**src/logic/approx_div_pkg.sv**
```systemverilog
package approx_div_pkg;

  // Operand widths of the array. The grid itself is DIVISOR_W rows by DIVISOR_W columns.
  parameter int unsigned DIVIDEND_W = 16;
  parameter int unsigned DIVISOR_W  = 8;

  // Approximation depth.
  // A cell at row i, column j is approximate when i + j is below this value.
  // Zero makes every cell exact; 15 makes all of them approximate.
  typedef logic [3:0] depth_t;

  // Operands presented with a start strobe.
  typedef struct packed {
    logic [DIVIDEND_W-1:0] n;
    logic [DIVISOR_W-1:0]  d;
  } div_req_t;

  // Quotient and remainder presented with the done pulse.
  typedef struct packed {
    logic [DIVISOR_W-1:0] q;
    logic [DIVISOR_W-1:0] r;
  } div_resp_t;

  // Configuration handed from the register block to the datapath.
  typedef struct packed {
    depth_t depth;
  } div_cfg_t;

endpackage

```
**src/logic/approx_divider_top.sv**
```systemverilog
`timescale 1ns/10ps

module approx_divider_top #(
  parameter approx_div_pkg::depth_t RESET_DEPTH = 4'd4
) (
  input  logic                      clk,
  input  logic                      arst_n,
  input  logic                      start,
  input  approx_div_pkg::div_req_t  req,
  output logic                      done,
  output approx_div_pkg::div_resp_t resp,
  input  logic                      cfg_we,
  input  approx_div_pkg::depth_t    cfg_wdata,
  output approx_div_pkg::depth_t    cfg_rdata
);

  approx_div_pkg::div_cfg_t cfg;

  div_config #(
    .RESET_DEPTH (RESET_DEPTH)
  ) u_config (
    .clk       (clk),
    .arst_n    (arst_n),
    .cfg_we    (cfg_we),
    .cfg_wdata (cfg_wdata),
    .cfg_rdata (cfg_rdata),
    .cfg       (cfg)
  );

  div_datapath u_datapath (
    .clk    (clk),
    .arst_n (arst_n),
    .start  (start),
    .req    (req),
    .cfg    (cfg),
    .done   (done),
    .resp   (resp)
  );

endmodule

```
**src/logic/div_array.sv**
```systemverilog
`timescale 1ns/10ps

module div_array (
  input  approx_div_pkg::div_req_t  req,
  input  approx_div_pkg::depth_t    depth,
  output approx_div_pkg::div_resp_t resp
);

  localparam int unsigned W  = approx_div_pkg::DIVISOR_W;
  localparam int unsigned NW = approx_div_pkg::DIVIDEND_W;

  // Restored outputs and borrows of every cell, indexed by row then column.
  // Row W-1 is the first subtraction and row 0 produces the remainder.
  wire [W-1:0] r_loc [W];
  wire [W-1:0] b_loc [W];
  wire [W-1:0] q_bits;

  for (genvar i = 0; i < W; i++) begin : g_row
    wire [W-1:0] x_row;
    wire [W-1:0] bin_row;
    wire         msb_in;

    if (i == W - 1) begin : g_first
      // The first row works on the upper dividend bits directly.
      assign x_row  = req.n[NW-2:W-1];
      assign msb_in = req.n[NW-1];
    end else begin : g_next
      // The row above's remainder, shifted up, with the next dividend bit brought in.
      assign x_row  = {r_loc[i+1][W-2:0], req.n[i]};
      assign msb_in = r_loc[i+1][W-1];
    end

    assign bin_row = {b_loc[i][W-2:0], 1'b0};

    // The subtraction succeeded if the bit shifted out was set or no borrow came out.
    assign q_bits[i] = msb_in | ~b_loc[i][W-1];

    for (genvar j = 0; j < W; j++) begin : g_col
      div_cell u_cell (
        .x      (x_row[j]),
        .y      (req.d[j]),
        .bin    (bin_row[j]),
        .qs     (q_bits[i]),
        .approx (depth > approx_div_pkg::depth_t'(i + j)),
        .r_sub  (r_loc[i][j]),
        .bout   (b_loc[i][j])
      );
    end
  end

  assign resp.q = q_bits;
  assign resp.r = r_loc[0];

endmodule

```
**src/logic/div_cell.sv**
```systemverilog
`timescale 1ns/10ps

module div_cell (
  input  logic x,
  input  logic y,
  input  logic bin,
  input  logic qs,
  input  logic approx,
  output logic r_sub,
  output logic bout
);

  logic diff_exact;
  logic bout_exact;
  logic diff_approx;
  logic bout_approx;
  logic diff;

  // Exact full subtractor, x - y - bin.
  assign diff_exact = x ^ y ^ bin;
  assign bout_exact = (~x & y) | (~(x ^ y) & bin);

  // Approximate table. The borrow ignores bin unless all inputs are high,
  // and the difference drops the x = y cases entirely.
  assign bout_approx = (~x & y) | (x & y & bin);
  assign diff_approx = (x & ~y) | (~x & y & ~bin);

  assign diff = approx ? diff_approx : diff_exact;
  assign bout = approx ? bout_approx : bout_exact;

  // Restoring step. Keep the partial remainder when the row's quotient bit is zero.
  assign r_sub = qs ? diff : x;

endmodule

```
**src/logic/div_config.sv**
```systemverilog
`timescale 1ns/10ps

module div_config #(
  parameter approx_div_pkg::depth_t RESET_DEPTH = 4'd4
) (
  input  logic                     clk,
  input  logic                     arst_n,
  input  logic                     cfg_we,
  input  approx_div_pkg::depth_t   cfg_wdata,
  output approx_div_pkg::depth_t   cfg_rdata,
  output approx_div_pkg::div_cfg_t cfg
);

  approx_div_pkg::depth_t depth_q;

  // Depth register. A write lands on the same edge that samples cfg_we.
  always_ff @(posedge clk or negedge arst_n) begin
    if (!arst_n) begin
      depth_q <= RESET_DEPTH;
    end else if (cfg_we) begin
      depth_q <= cfg_wdata;
    end
  end

  assign cfg_rdata = depth_q;

  // The datapath samples this value on start, so an operation always uses
  // the depth in force before its start edge.
  assign cfg.depth = depth_q;

endmodule

```
**src/logic/div_datapath.sv**
```systemverilog
`timescale 1ns/10ps

module div_datapath (
  input  logic                      clk,
  input  logic                      arst_n,
  input  logic                      start,
  input  approx_div_pkg::div_req_t  req,
  input  approx_div_pkg::div_cfg_t  cfg,
  output logic                      done,
  output approx_div_pkg::div_resp_t resp
);

  approx_div_pkg::div_req_t  req_q;
  approx_div_pkg::depth_t    depth_q;
  approx_div_pkg::div_resp_t arr_resp;
  logic                      stage_vld_q;

  // Operand stage. The depth is captured with the operands.
  always_ff @(posedge clk) begin
    if (start) begin
      req_q   <= req;
      depth_q <= cfg.depth;
    end
  end

  div_array u_array (
    .req   (req_q),
    .depth (depth_q),
    .resp  (arr_resp)
  );

  // Result stage, one edge after the operand stage.
  // resp holds the last result between operations.
  always_ff @(posedge clk or negedge arst_n) begin
    if (!arst_n) begin
      stage_vld_q <= 1'b0;
      done        <= 1'b0;
      resp        <= '0;
    end else begin
      stage_vld_q <= start;
      done        <= stage_vld_q;
      if (stage_vld_q) begin
        resp <= arr_resp;
      end
    end
  end

endmodule

```
**config.mk**
```make
export PLATFORM = sky130hd
export DESIGN_NAME = approx_divider_top
export DESIGN_NICKNAME = d
export VERILOG_FILES = /design/src/logic/approx_div_pkg.sv /design/src/logic/approx_divider_top.sv /design/src/logic/div_array.sv /design/src/logic/div_cell.sv /design/src/logic/div_config.sv /design/src/logic/div_datapath.sv
export SDC_FILE = /design/constraint.sdc
export NUM_CORES = 1
export LEC_CHECK = 0
export ABC_AREA = 1
export BUFFER_PORTS_ARGS = -buffer_cell sky130_fd_sc_hd__clkbuf_2
export CORE_MARGIN = 4
export CORE_UTILIZATION = 54
export DETAILED_ROUTE_END_ITERATION = 10
export GPL_ROUTABILITY_DRIVEN = 0
export GPL_TIMING_DRIVEN = 0
export HOLD_SLACK_MARGIN = 0.05
export PLACE_DENSITY_LB_ADDON = 0.1
export SLEW_MARGIN = 20
export SYNTH_ARGS = -nofsm -noshare
export SYNTH_HDL_FRONTEND = slang
export SYNTH_SLANG_ARGS = --single-unit
```
**constraint.sdc**
```tcl
create_clock -name clk -period 38.9 [get_ports clk]
set_input_delay 7.78 -clock clk [delete_from_list [all_inputs] [get_ports clk]]
set_output_delay 7.78 -clock clk [all_outputs]
set_load 0.1 [all_outputs]
```
After elaboration in Yosys (flattened, before gate mapping):

Cells that the tools add are included.
Widths: inputs -> output; s select.

* bits in registers: 50
* output and inout bits: 21
* logic and storage cells: 1055
* input bits: 32

* bitwise operators: 848
* order comparisons: 15
* mux-type cells: 184

Operators by type and width (count)
* $and 1x1->1: 352
* $not 1->1: 192
* $mux 1: 184
* $or 1x1->1: 184
* $xor 1x1->1: 120
* $gt 4x4->1 const B: 7
* $gt 4x3->1 const B: 4
* $gt 4x1->1 const B: 2
* $gt 4x2->1 const B: 2

Logic depth before layout (Yosys ltp):

Gate-level depths: netlist of the first run.

* depth after elaboration: 208
* mapped depth: 154
* gate-level depth less buffers: 154

Modules after synthesis:

From an unflattened synthesis of the first run, not the netlist that was laid out.

* cell total of the unflattened synthesis: 1442
* area, all modules: 9173.8 um^2

Modules (own cells, without submodules)
* div_cell: instances 64, cells an instance 20, area an instance 113.9 um^2, seq. area each 0.0 um^2
* div_datapath: instances 1, cells an instance 98, area an instance 1535.2 um^2, seq. area each 1291.2 um^2
* div_config: instances 1, cells an instance 21, area an instance 180.2 um^2, seq. area each 101.3 um^2
* div_array: instances 1, cells an instance 43, area an instance 171.4 um^2, seq. area each 0.0 um^2

Worst setup path before layout of the first run:

Ideal clock, no wire load.

* path kind: register to register
* from: register u_datapath.req_q[1] (netlist name)
* to: register u_datapath.resp[6] (netlist name)
* clock period less this slack: 18.020 ns
* buffers on the path: 2
* slack: 20.880 ns
* stages on the path, launching flop included: 152
* required time: 38.780 ns
* library setup time: 0.120 ns
* arrival: 17.900 ns
* path through: edfxtp_1 > inv_1 > ha_1 > inv_1 > nand3_2 > nand3_2 > nand2_2 > nand2_2 > nand2_2 > nand2_2 > nand2_2 > nand2_2 > nand2_4 > nand2_4 > nand2_4 > nand2_4 > nand2_4 > nand2_2 > (+116 left out) > nand2_1 > inv_1 > ha_1 > or2_2 > a31oi_1 > inv_1 > a21oi_1 > inv_1 > a21oi_1 > inv_1 > a21oi_1 > o21ai_0 > a21oi_1 > o21ai_2 > nand3_4 > nand2_1 > nand3_1 > nand2_1

* word-level cells in the longest chain between the ends: 208
* elaborated cells on any way between the ends: 890
* classes of those cells: mux (163); bitwise (727)

RTL lines
* start, declared: line div_datapath.sv:13 `approx_div_pkg::div_req_t req_q;`
* start signal, assigned: line div_datapath.sv:21 `req_q <= req;`
* $xor 1x1->1: line div_cell.sv:20, div_cell.sv:21
* $not 1->1: line div_cell.sv:21 `assign bout_exact = (~x & y) | (~(x ^ y) & bin);`
* $and 1x1->1: line div_cell.sv:21
* $or 1x1->1: line div_cell.sv:21
* $mux 1: line div_cell.sv:29 `assign bout = approx ? bout_approx : bout_exact;`
* $and 1x1->1 (on tied branches): line div_cell.sv:21, div_cell.sv:25
* $or 1x1->1 (on tied branches): line div_cell.sv:21, div_cell.sv:25
* $mux 1: line div_cell.sv:29
* (+192 left out)
* $or 1x1->1 (on tied branches): line div_cell.sv:21, div_cell.sv:25
* $mux 1: line div_cell.sv:29
* $and 1x1->1 (on tied branches): line div_cell.sv:21, div_cell.sv:25
* $or 1x1->1 (on tied branches): line div_cell.sv:21, div_cell.sv:25
* $mux 1: line div_cell.sv:29
* $not 1->1: line div_array.sv:36 `assign q_bits[i] = msb_in | ~b_loc[i][W-1];`
* $or 1x1->1: line div_array.sv:36
* $mux 1 (*): line div_cell.sv:32 `assign r_sub = qs ? diff : x;`

Mark *: on every way between the ends. The rest lies on a longest branch, timed or not.
A chain may end at the register's enable or synchronous reset.

Worst setup path in the final report of the first run:

* from: register u_datapath.req_q[3] (netlist name)
* to: register u_datapath.resp[3] (netlist name)

* word-level cells in the longest chain between the ends: 202
* elaborated cells on any way between the ends: 870
* classes of those cells: mux (159); bitwise (711)

RTL lines (line)
* $xor 1x1->1: div_cell.sv:20, div_cell.sv:21
* $not 1->1: div_cell.sv:21
* $and 1x1->1: div_cell.sv:21
* $or 1x1->1: div_cell.sv:21
* $mux 1: div_cell.sv:29
* $and 1x1->1 (on tied branches): div_cell.sv:21, div_cell.sv:25
* $or 1x1->1 (on tied branches): div_cell.sv:21, div_cell.sv:25
* $mux 1: div_cell.sv:29
* (+186 left out)
* $or 1x1->1 (on tied branches): div_cell.sv:21, div_cell.sv:25
* $mux 1: div_cell.sv:29
* $and 1x1->1 (on tied branches): div_cell.sv:21, div_cell.sv:25
* $or 1x1->1 (on tied branches): div_cell.sv:21, div_cell.sv:25
* $mux 1: div_cell.sv:29
* $not 1->1: div_array.sv:36
* $or 1x1->1: div_array.sv:36
* $mux 1 (*): div_cell.sv:32

Marked as above.

==> metrics.yaml, run 1 <==
outcome:
  status: "complete, no violations"
setup_path:
  worst_setup_path_start_kind: "register"
  crit_path_end: "u_datapath.resp[3]$_DFFE_PN0P_"
  r2r_start: "u_datapath.req_q[3]$_DFFE_PP_"
  cp_max_fo: 17
  worstSetupEndpointType: "register"
  slowest_stage: "edfxtp_1"
  cp_common_cell: "nand2_1"
  critPathArrivalTime_ps: 22130
  crit_type: "reg2reg"
  worstPathRequired_ps: 39090
  ff2ff_setup_slack_ps: 16960
  crit_start: "u_datapath.req_q[3]$_DFFE_PP_"
  critPathMaxStageDelay_ps: 960
  rr_worst_depth: 147
  r2r-end: "u_datapath.resp[3]$_DFFE_PN0P_"
min_path:
  hp-class: "reg2reg"
die:
  die_y_um: 132
  io_pins: 53
  core-area_sq_um: 15100
  start_util: 0.549
  rows: 45
  die-area_sq_um: 17400
  die_w_um: 132
clock_network:
  h-tree-depth: 2
  cts_resized: 0
  cts_setup_buffers: 0
  clkLatencyLatePin_ps: 320
  numCtsBuffers: 5
  cts_root_buf: "clkbuf_16"
  path_clk_slew_ps: 60
  cts.sinks: 50
  ctsHoldBuffers: 0
  cts_tree: "built"
  clock_path_buffers: 2
place:
  portBuffers: 52
  dp_hpwl_um: 16800
  dp_cells: 1426
route:
  postRouteWirelength_um: 22600
  viasPerCell: 5.35
  dr.pass1.iters: 5
  route.vias.total: 7674
  drt-initial-drc-count: 668
  drc_errors: 0
  wire_per_inst_um: 15.7
  detail-route-antenna-nets: 0
logic_synthesis:
  yosysSeqAreaShare: 0.168
  ys_async_sr_fraction: 0.440
  syn_inst: 1186
  ys_top_cells_by_area: "ha_1 26%, nand2_1 15%, edfxtp_1 10%"
  yosys_warnings: 0
  netlist_area_sq_um: 8310
  synth.distinct_cells: 49
  synth_top_area_share: 0.265
  synth_edf_count: 28
  syn_nets: 1394
  ys_ff_latch: 50
  yosys.area.top_type: "ha_1"
  synth.avg_cell_area_sq_um: 7.01
  ys.flop_type: "edfxtp_1"
finish:
  nets: 1453
  final_cells: 1434
  area_delta_synth_final_pct: 7.96
  post-route-util: 0.592
  diodes: 0
  drive_gt1_frac: 0.124
run:
  drv_cap: 0
global_routing:
  grt_remaining_overflow: 0
  antenna_found_initial: 0
  grt_pass1_wl_um: 35800
  grt_pass1_vias: 6892
  grt_max_degree: 30
  grt_usage: 0.255
sta:
  fmaxAchievable_mhz: 45.6
  slew-limit-headroom: 0.322
  skew_ps: 18.4
  period_minus_slack_ps: 21940
  fin_tns_setup_ps: 0
  hold_viol_final: 0
  drv_slew: 0
  rsz0062_at_grt: "no"
  tightest_slew_ps: 1020
  finalSetupViolations: 0
  period_share: 0.564
## flip-flops by register name, indices dropped and copies added (netlist names)
name,count
u_config.cfg,4
u_datapath.depth_q,4
u_datapath.done,1
u_datapath.req_q,24
u_datapath.resp,16
u_datapath.stage_vld_q,1
## worst min-delay path by stage
stage          slack, ps                        end  depth (start not counted)                             start
6_report             390  u_datapath.done$_DFF_PN0_                          0  u_datapath.stage_vld_q$_DFF_PN0_
5_1_grt              410  u_datapath.done$_DFF_PN0_                          0  u_datapath.stage_vld_q$_DFF_PN0_
4_1_cts              390  u_datapath.done$_DFF_PN0_                          0  u_datapath.stage_vld_q$_DFF_PN0_
3_5_place_dp         360  u_datapath.done$_DFF_PN0_                          0  u_datapath.stage_vld_q$_DFF_PN0_
3_3_place_gp         350  u_datapath.done$_DFF_PN0_                          0  u_datapath.stage_vld_q$_DFF_PN0_
2_1_floorplan        350  u_datapath.done$_DFF_PN0_                          0  u_datapath.stage_vld_q$_DFF_PN0_
## metal layers
layer / vias to the layer above / GRT usage / wire length [um]
li1: 3961 / - / -
met1: 3481 / 0.381 / 11300
met2: 207 / 0.390 / 9530
met3: 25 / 0.0347 / 1350
met4: 0 / 0.0548 / 346
met5: - / 0 / 0
## final cells by class
| class | count | area, sq um |
|---|---|---|
| plain buffers | 25 | 166 |
| clock buffers | 6 | 129 |
| clock inverters | 2 | 37.5 |
| fillers | 1483 | 6170 |
| inverters | 183 | 689 |
| multi-input cells | 928 | 6060 |
| flip-flops and latches | 50 | 1390 |
| well taps | 188 | 235 |
| repair buffers | 52 | 260 |
## synth_stat cells, types with 4 or more instances
cell type and number:
inv_1 176, a21oi_1 48, or2_2 8, a31o_2 5, nand3_4 10, buf_6 8
o211ai_1 4, a31oi_1 10, nor2_1 64, xor2_1 9, a211o_1 4, nand4_1 4
dfrtp_1 21, o31ai_1 11, nand2_4 10, clkbuf_1 8, mux2_2 4, ha_1 176
inv_2 6, nand3_1 86, buf_2 4, o21ai_0 61, xnor2_1 8, edfxtp_1 28
nand2_2 20, a21o_1 9, nand3_2 6, o22ai_1 5, o21ai_1 6, a21oi_4 5
nand2_1 331
## worst max-delay path: cells and delay by family (launching register included)
| family | cells | cell delay (ps) |
|---|---|---|
| DFF | 1 | 960 |
| AOI/OAI and AO/OA | 38 | 7580 |
| adders and majority gates | 8 | 2470 |
| buffers and inverters | 26 | 2970 |
| and+or+nand+nor | 75 | 7780 |
## logic make-up after synthesis
group | share of synthesized area
muxes | 0.00662
DFF | 0.168
buffers and inverters | 0.103
xor gates and xnor gates | 0.0179
AOI/OAI and AO/OA | 0.141
adders and majority gates | 0.265
and+or+nand+nor | 0.299
## through the flow
| stage | worst slack (ps) | hold slack (ps) | instance area [sq um] |
|---|---|---|---|
| after detailed placement | 17160 | 362 | 8810 |
| after global placement | 17410 | 355 | 8810 |
| after floorplan | 20880 | 352 | 8310 |
| final | 16960 | 387 | 8970 |
| after global routing | 14550 | 413 | 8970 |
| after CTS | 17100 | 385 | 8970 |
## layout by cell type, fill, tap and decap left out, types with 3 or more instances in the layout
cell	count
nand2_1	331
inv_1	176
ha_1	176
nand3_1	86
nor2_1	64
o21ai_0	61
clkbuf_2	52
a21oi_1	48
edfxtp_1	28
dfrtp_1	21
nand2_2	20
o31ai_1	11
nand2_4	10
nand3_4	10
a31oi_1	10
a21o_1	9
clkbuf_1	9
xor2_1	9
buf_6	8
xnor2_1	8
or2_2	8
nand3_2	6
inv_2	6
o21ai_1	6
a21oi_4	5
o22ai_1	5
a31o_2	5
clkbuf_16	5
buf_2	4
a211o_1	4
o211ai_1	4
nand4_1	4
mux2_2	4
buf_1	3
o21bai_1	3
a21oi_2	3
o221ai_1	3
a32o_1	3
Power of run 1 is not shown: default switching activity piles up to over one toggle a cycle in this logic, so the estimate is an artifact.
==> run 2, diff against run 1 <==
==> constraint.sdc (replaced) <==
create_clock -name clk -period 21 [get_ports clk]
set_input_delay 4.2 -clock clk [delete_from_list [all_inputs] [get_ports clk]]
set_output_delay 4.2 -clock clk [all_outputs]
set_load 0.1 [all_outputs]
==> run 2 against run 1 <==
- global-route usage increased by 0.60 points
- clock skew increased by 1.1 ps
- first-iteration DRC count decreased by 7.0%
- hold slack got worse by 5.9 ps
- register-to-register slack got worse by 15000 ps
- critical endpoint is now u_datapath.resp[6]$_DFFE_PN0P_
- fmax increased by 14%
- cell area increased by 3.7%
- worst setup slack got worse by 15000 ps
- utilization increased by 2.2 points
- cell count increased by 1.6%
- count of clock-buffer cells in the layout unchanged
- via count increased by 2.8%
==> metrics.yaml, run 2 (synthesis gave the netlist of run 1 again) <==
outcome:
  status: "complete, no violations"
sta:
  tightest_slew_ps: 805  # -212 ps
  skew_ps: 19.5  # +1.14 ps
  slew-limit-headroom: 0.463  # +0.142
  worst_slack_ps: 1730  # -15,230 ps
  fmaxAchievable_mhz: 51.9  # +14%
  period_share: 0.918  # +0.354
  finalSetupViolations: 0  # unchanged
  period_minus_slack_ps: 19270  # -2670 ps
  drv_slew: 0  # unchanged
  hold_viol_final: 0  # unchanged
setup_path:
  ff2ff_setup_slack_ps: 1730  # -15,230 ps
  crit_type: "reg2reg"
  slowest_stage: "edfxtp_1"
  worstSetupEndpointType: "register"
  critPathArrivalTime_ps: 19460  # -2670 ps
  worstPathRequired_ps: 21190  # -17,900 ps
  cp_common_cell: "nand2_1"
  worst_setup_path_start_kind: "register"
  cp_max_fo: 10  # -7
  critPathMaxStageDelay_ps: 410  # -550 ps
clock_network:
  h-tree-depth: 2  # unchanged
  path_clk_slew_ps: 70  # about the same
  cts.sinks: 50  # unchanged
  cts_tree: "built"
  clock_path_buffers: 2  # unchanged
  cts_root_buf: "clkbuf_16"
  clkLatencyLatePin_ps: 320  # about the same
  numCtsBuffers: 5  # unchanged
route:
  drc_errors: 0  # unchanged
  route.vias.total: 7892  # +2.8%
  drt-initial-drc-count: 621  # -7.0%
  wire_per_inst_um: 16.1  # +2.2%
  detail-route-antenna-nets: 0  # unchanged
  postRouteWirelength_um: 23400  # +3.8%
  viasPerCell: 5.42  # +1.2%
  dr.pass1.iters: 6  # +1
place:
  dp_hpwl_um: 16800  # unchanged
  dp_cells: 1426  # unchanged
  place_ws_ps: -745  # -17,900 ps
  portBuffers: 52  # unchanged
finish:
  final_common_cell: "nand2_1"
  layout_common_cells: "328 x nand2_1, 175 x ha_1, 174 x inv_1"
  largestRegisters: "u_datapath.req_q (24), u_datapath.resp (16)"
  largest_reg_flops: 24  # unchanged
  fill_cells: 1452  # -2.1%
  final_cells: 1457  # +1.6%
  diodes: 0  # unchanged
  nets: 1476  # +1.6%
  regMostFlops: "u_datapath.req_q"
  area_delta_synth_final_pct: 11.9
  drive_gt1_frac: 0.156  # +0.0324
global_routing:
  grt_remaining_overflow: 0  # unchanged
  antenna_found_initial: 0  # unchanged
  grt_pass1_vias: 6958  # +0.96%
  grt_usage: 0.261  # +0.00603
  grt_max_degree: 30  # unchanged
  grt_pass1_wl_um: 36400  # +1.7%
die:
  die-area_sq_um: 17400  # unchanged
  core-area_sq_um: 15100  # unchanged
  io_pins: 53  # unchanged
  die_w_um: 132  # unchanged
  start_util: 0.549  # unchanged
  rows: 45  # unchanged
  die_y_um: 132  # unchanged
run:
  drv_cap: 0  # unchanged
min_path:
  hp-class: "reg2reg"
-- run 2: cell count changes in the layout (fill, tap and decap cells not counted), sizes merged --
cell / before / now
buf: 17 / 40
inv: 183 / 181
clkinvlp: 1 / 3
-- run 2: path summary, 6_finish.rpt --
path / startpoint / to / cells after the start
worst max-delay path: u_datapath.req_q[2]$_DFFE_PP_ / u_datapath.resp[6]$_DFFE_PN0P_ / 150
worst min register to register: u_datapath.stage_vld_q$_DFF_PN0_ / u_datapath.done$_DFF_PN0_ / 0
min in group asynchronous: arst_n / u_datapath.resp[14]$_DFFE_PN0P_ / 1
worst max register to register: u_datapath.req_q[2]$_DFFE_PP_ / u_datapath.resp[6]$_DFFE_PN0P_ / 150
worst min-delay path: u_datapath.stage_vld_q$_DFF_PN0_ / u_datapath.done$_DFF_PN0_ / 0
max in group asynchronous: arst_n / u_datapath.resp[15]$_DFFE_PN0P_ / 1
-- run 2: area by class of cell --
cell class / count / area, sq um / area share
multi-input cells: 928 / 6200 / 0.667
flip-flops and latches: 50 / 1390 / 0.150
repair buffers: 75 / 437 / 0.0469
clock inverters: 2 / 37.5 / 0.00404
clock buffers: 6 / 129 / 0.0139
inverters: 183 / 697 / 0.0749
well taps: 188 / 235 / 0.0253
plain buffers: 25 / 170 / 0.0183
-- run 2: worst max-delay path: cells and delay by family, from the launching register on --
kind            cells  cell delay, ps
flops               1             410
compound gates     37            6350
fa+ha+maj           8            2430
simple gates       80            7380
buf+inv            25            2530
-- run 2: stage by stage --
stage | utilization | hold WS, ps | cell area (sq um) | setup TNS, ps
after floorplan | - | 352 | 8310 | 0
after global placement | 0.581 | 355 | 8810 | -3980
after detailed placement | 0.581 | 362 | 8810 | -6280
after CTS | 0.597 | 385 | 9040 | 0
after global routing | 0.614 | 413 | 9300 | -764
final | 0.614 | 381 | 9300 | 0
-- run 2: what timing repair did --
item,CTS,global route
setup buffers,7,16
gates resized for setup,3,30
endpoints found under the setup margin,9,9
hold buffers,0,0
cloned,0,0
pin swaps,0,14
-- run 2: metal layers --
metal	vias to the layer above	routed length, um	track usage
li1	4007	-	-
met1	3585	11300	0.387
met2	272	9930	0.397
met3	28	1740	0.0416
met4	0	467	0.0583
met5	-	0	0
Power of run 2 is left out for the same reason.
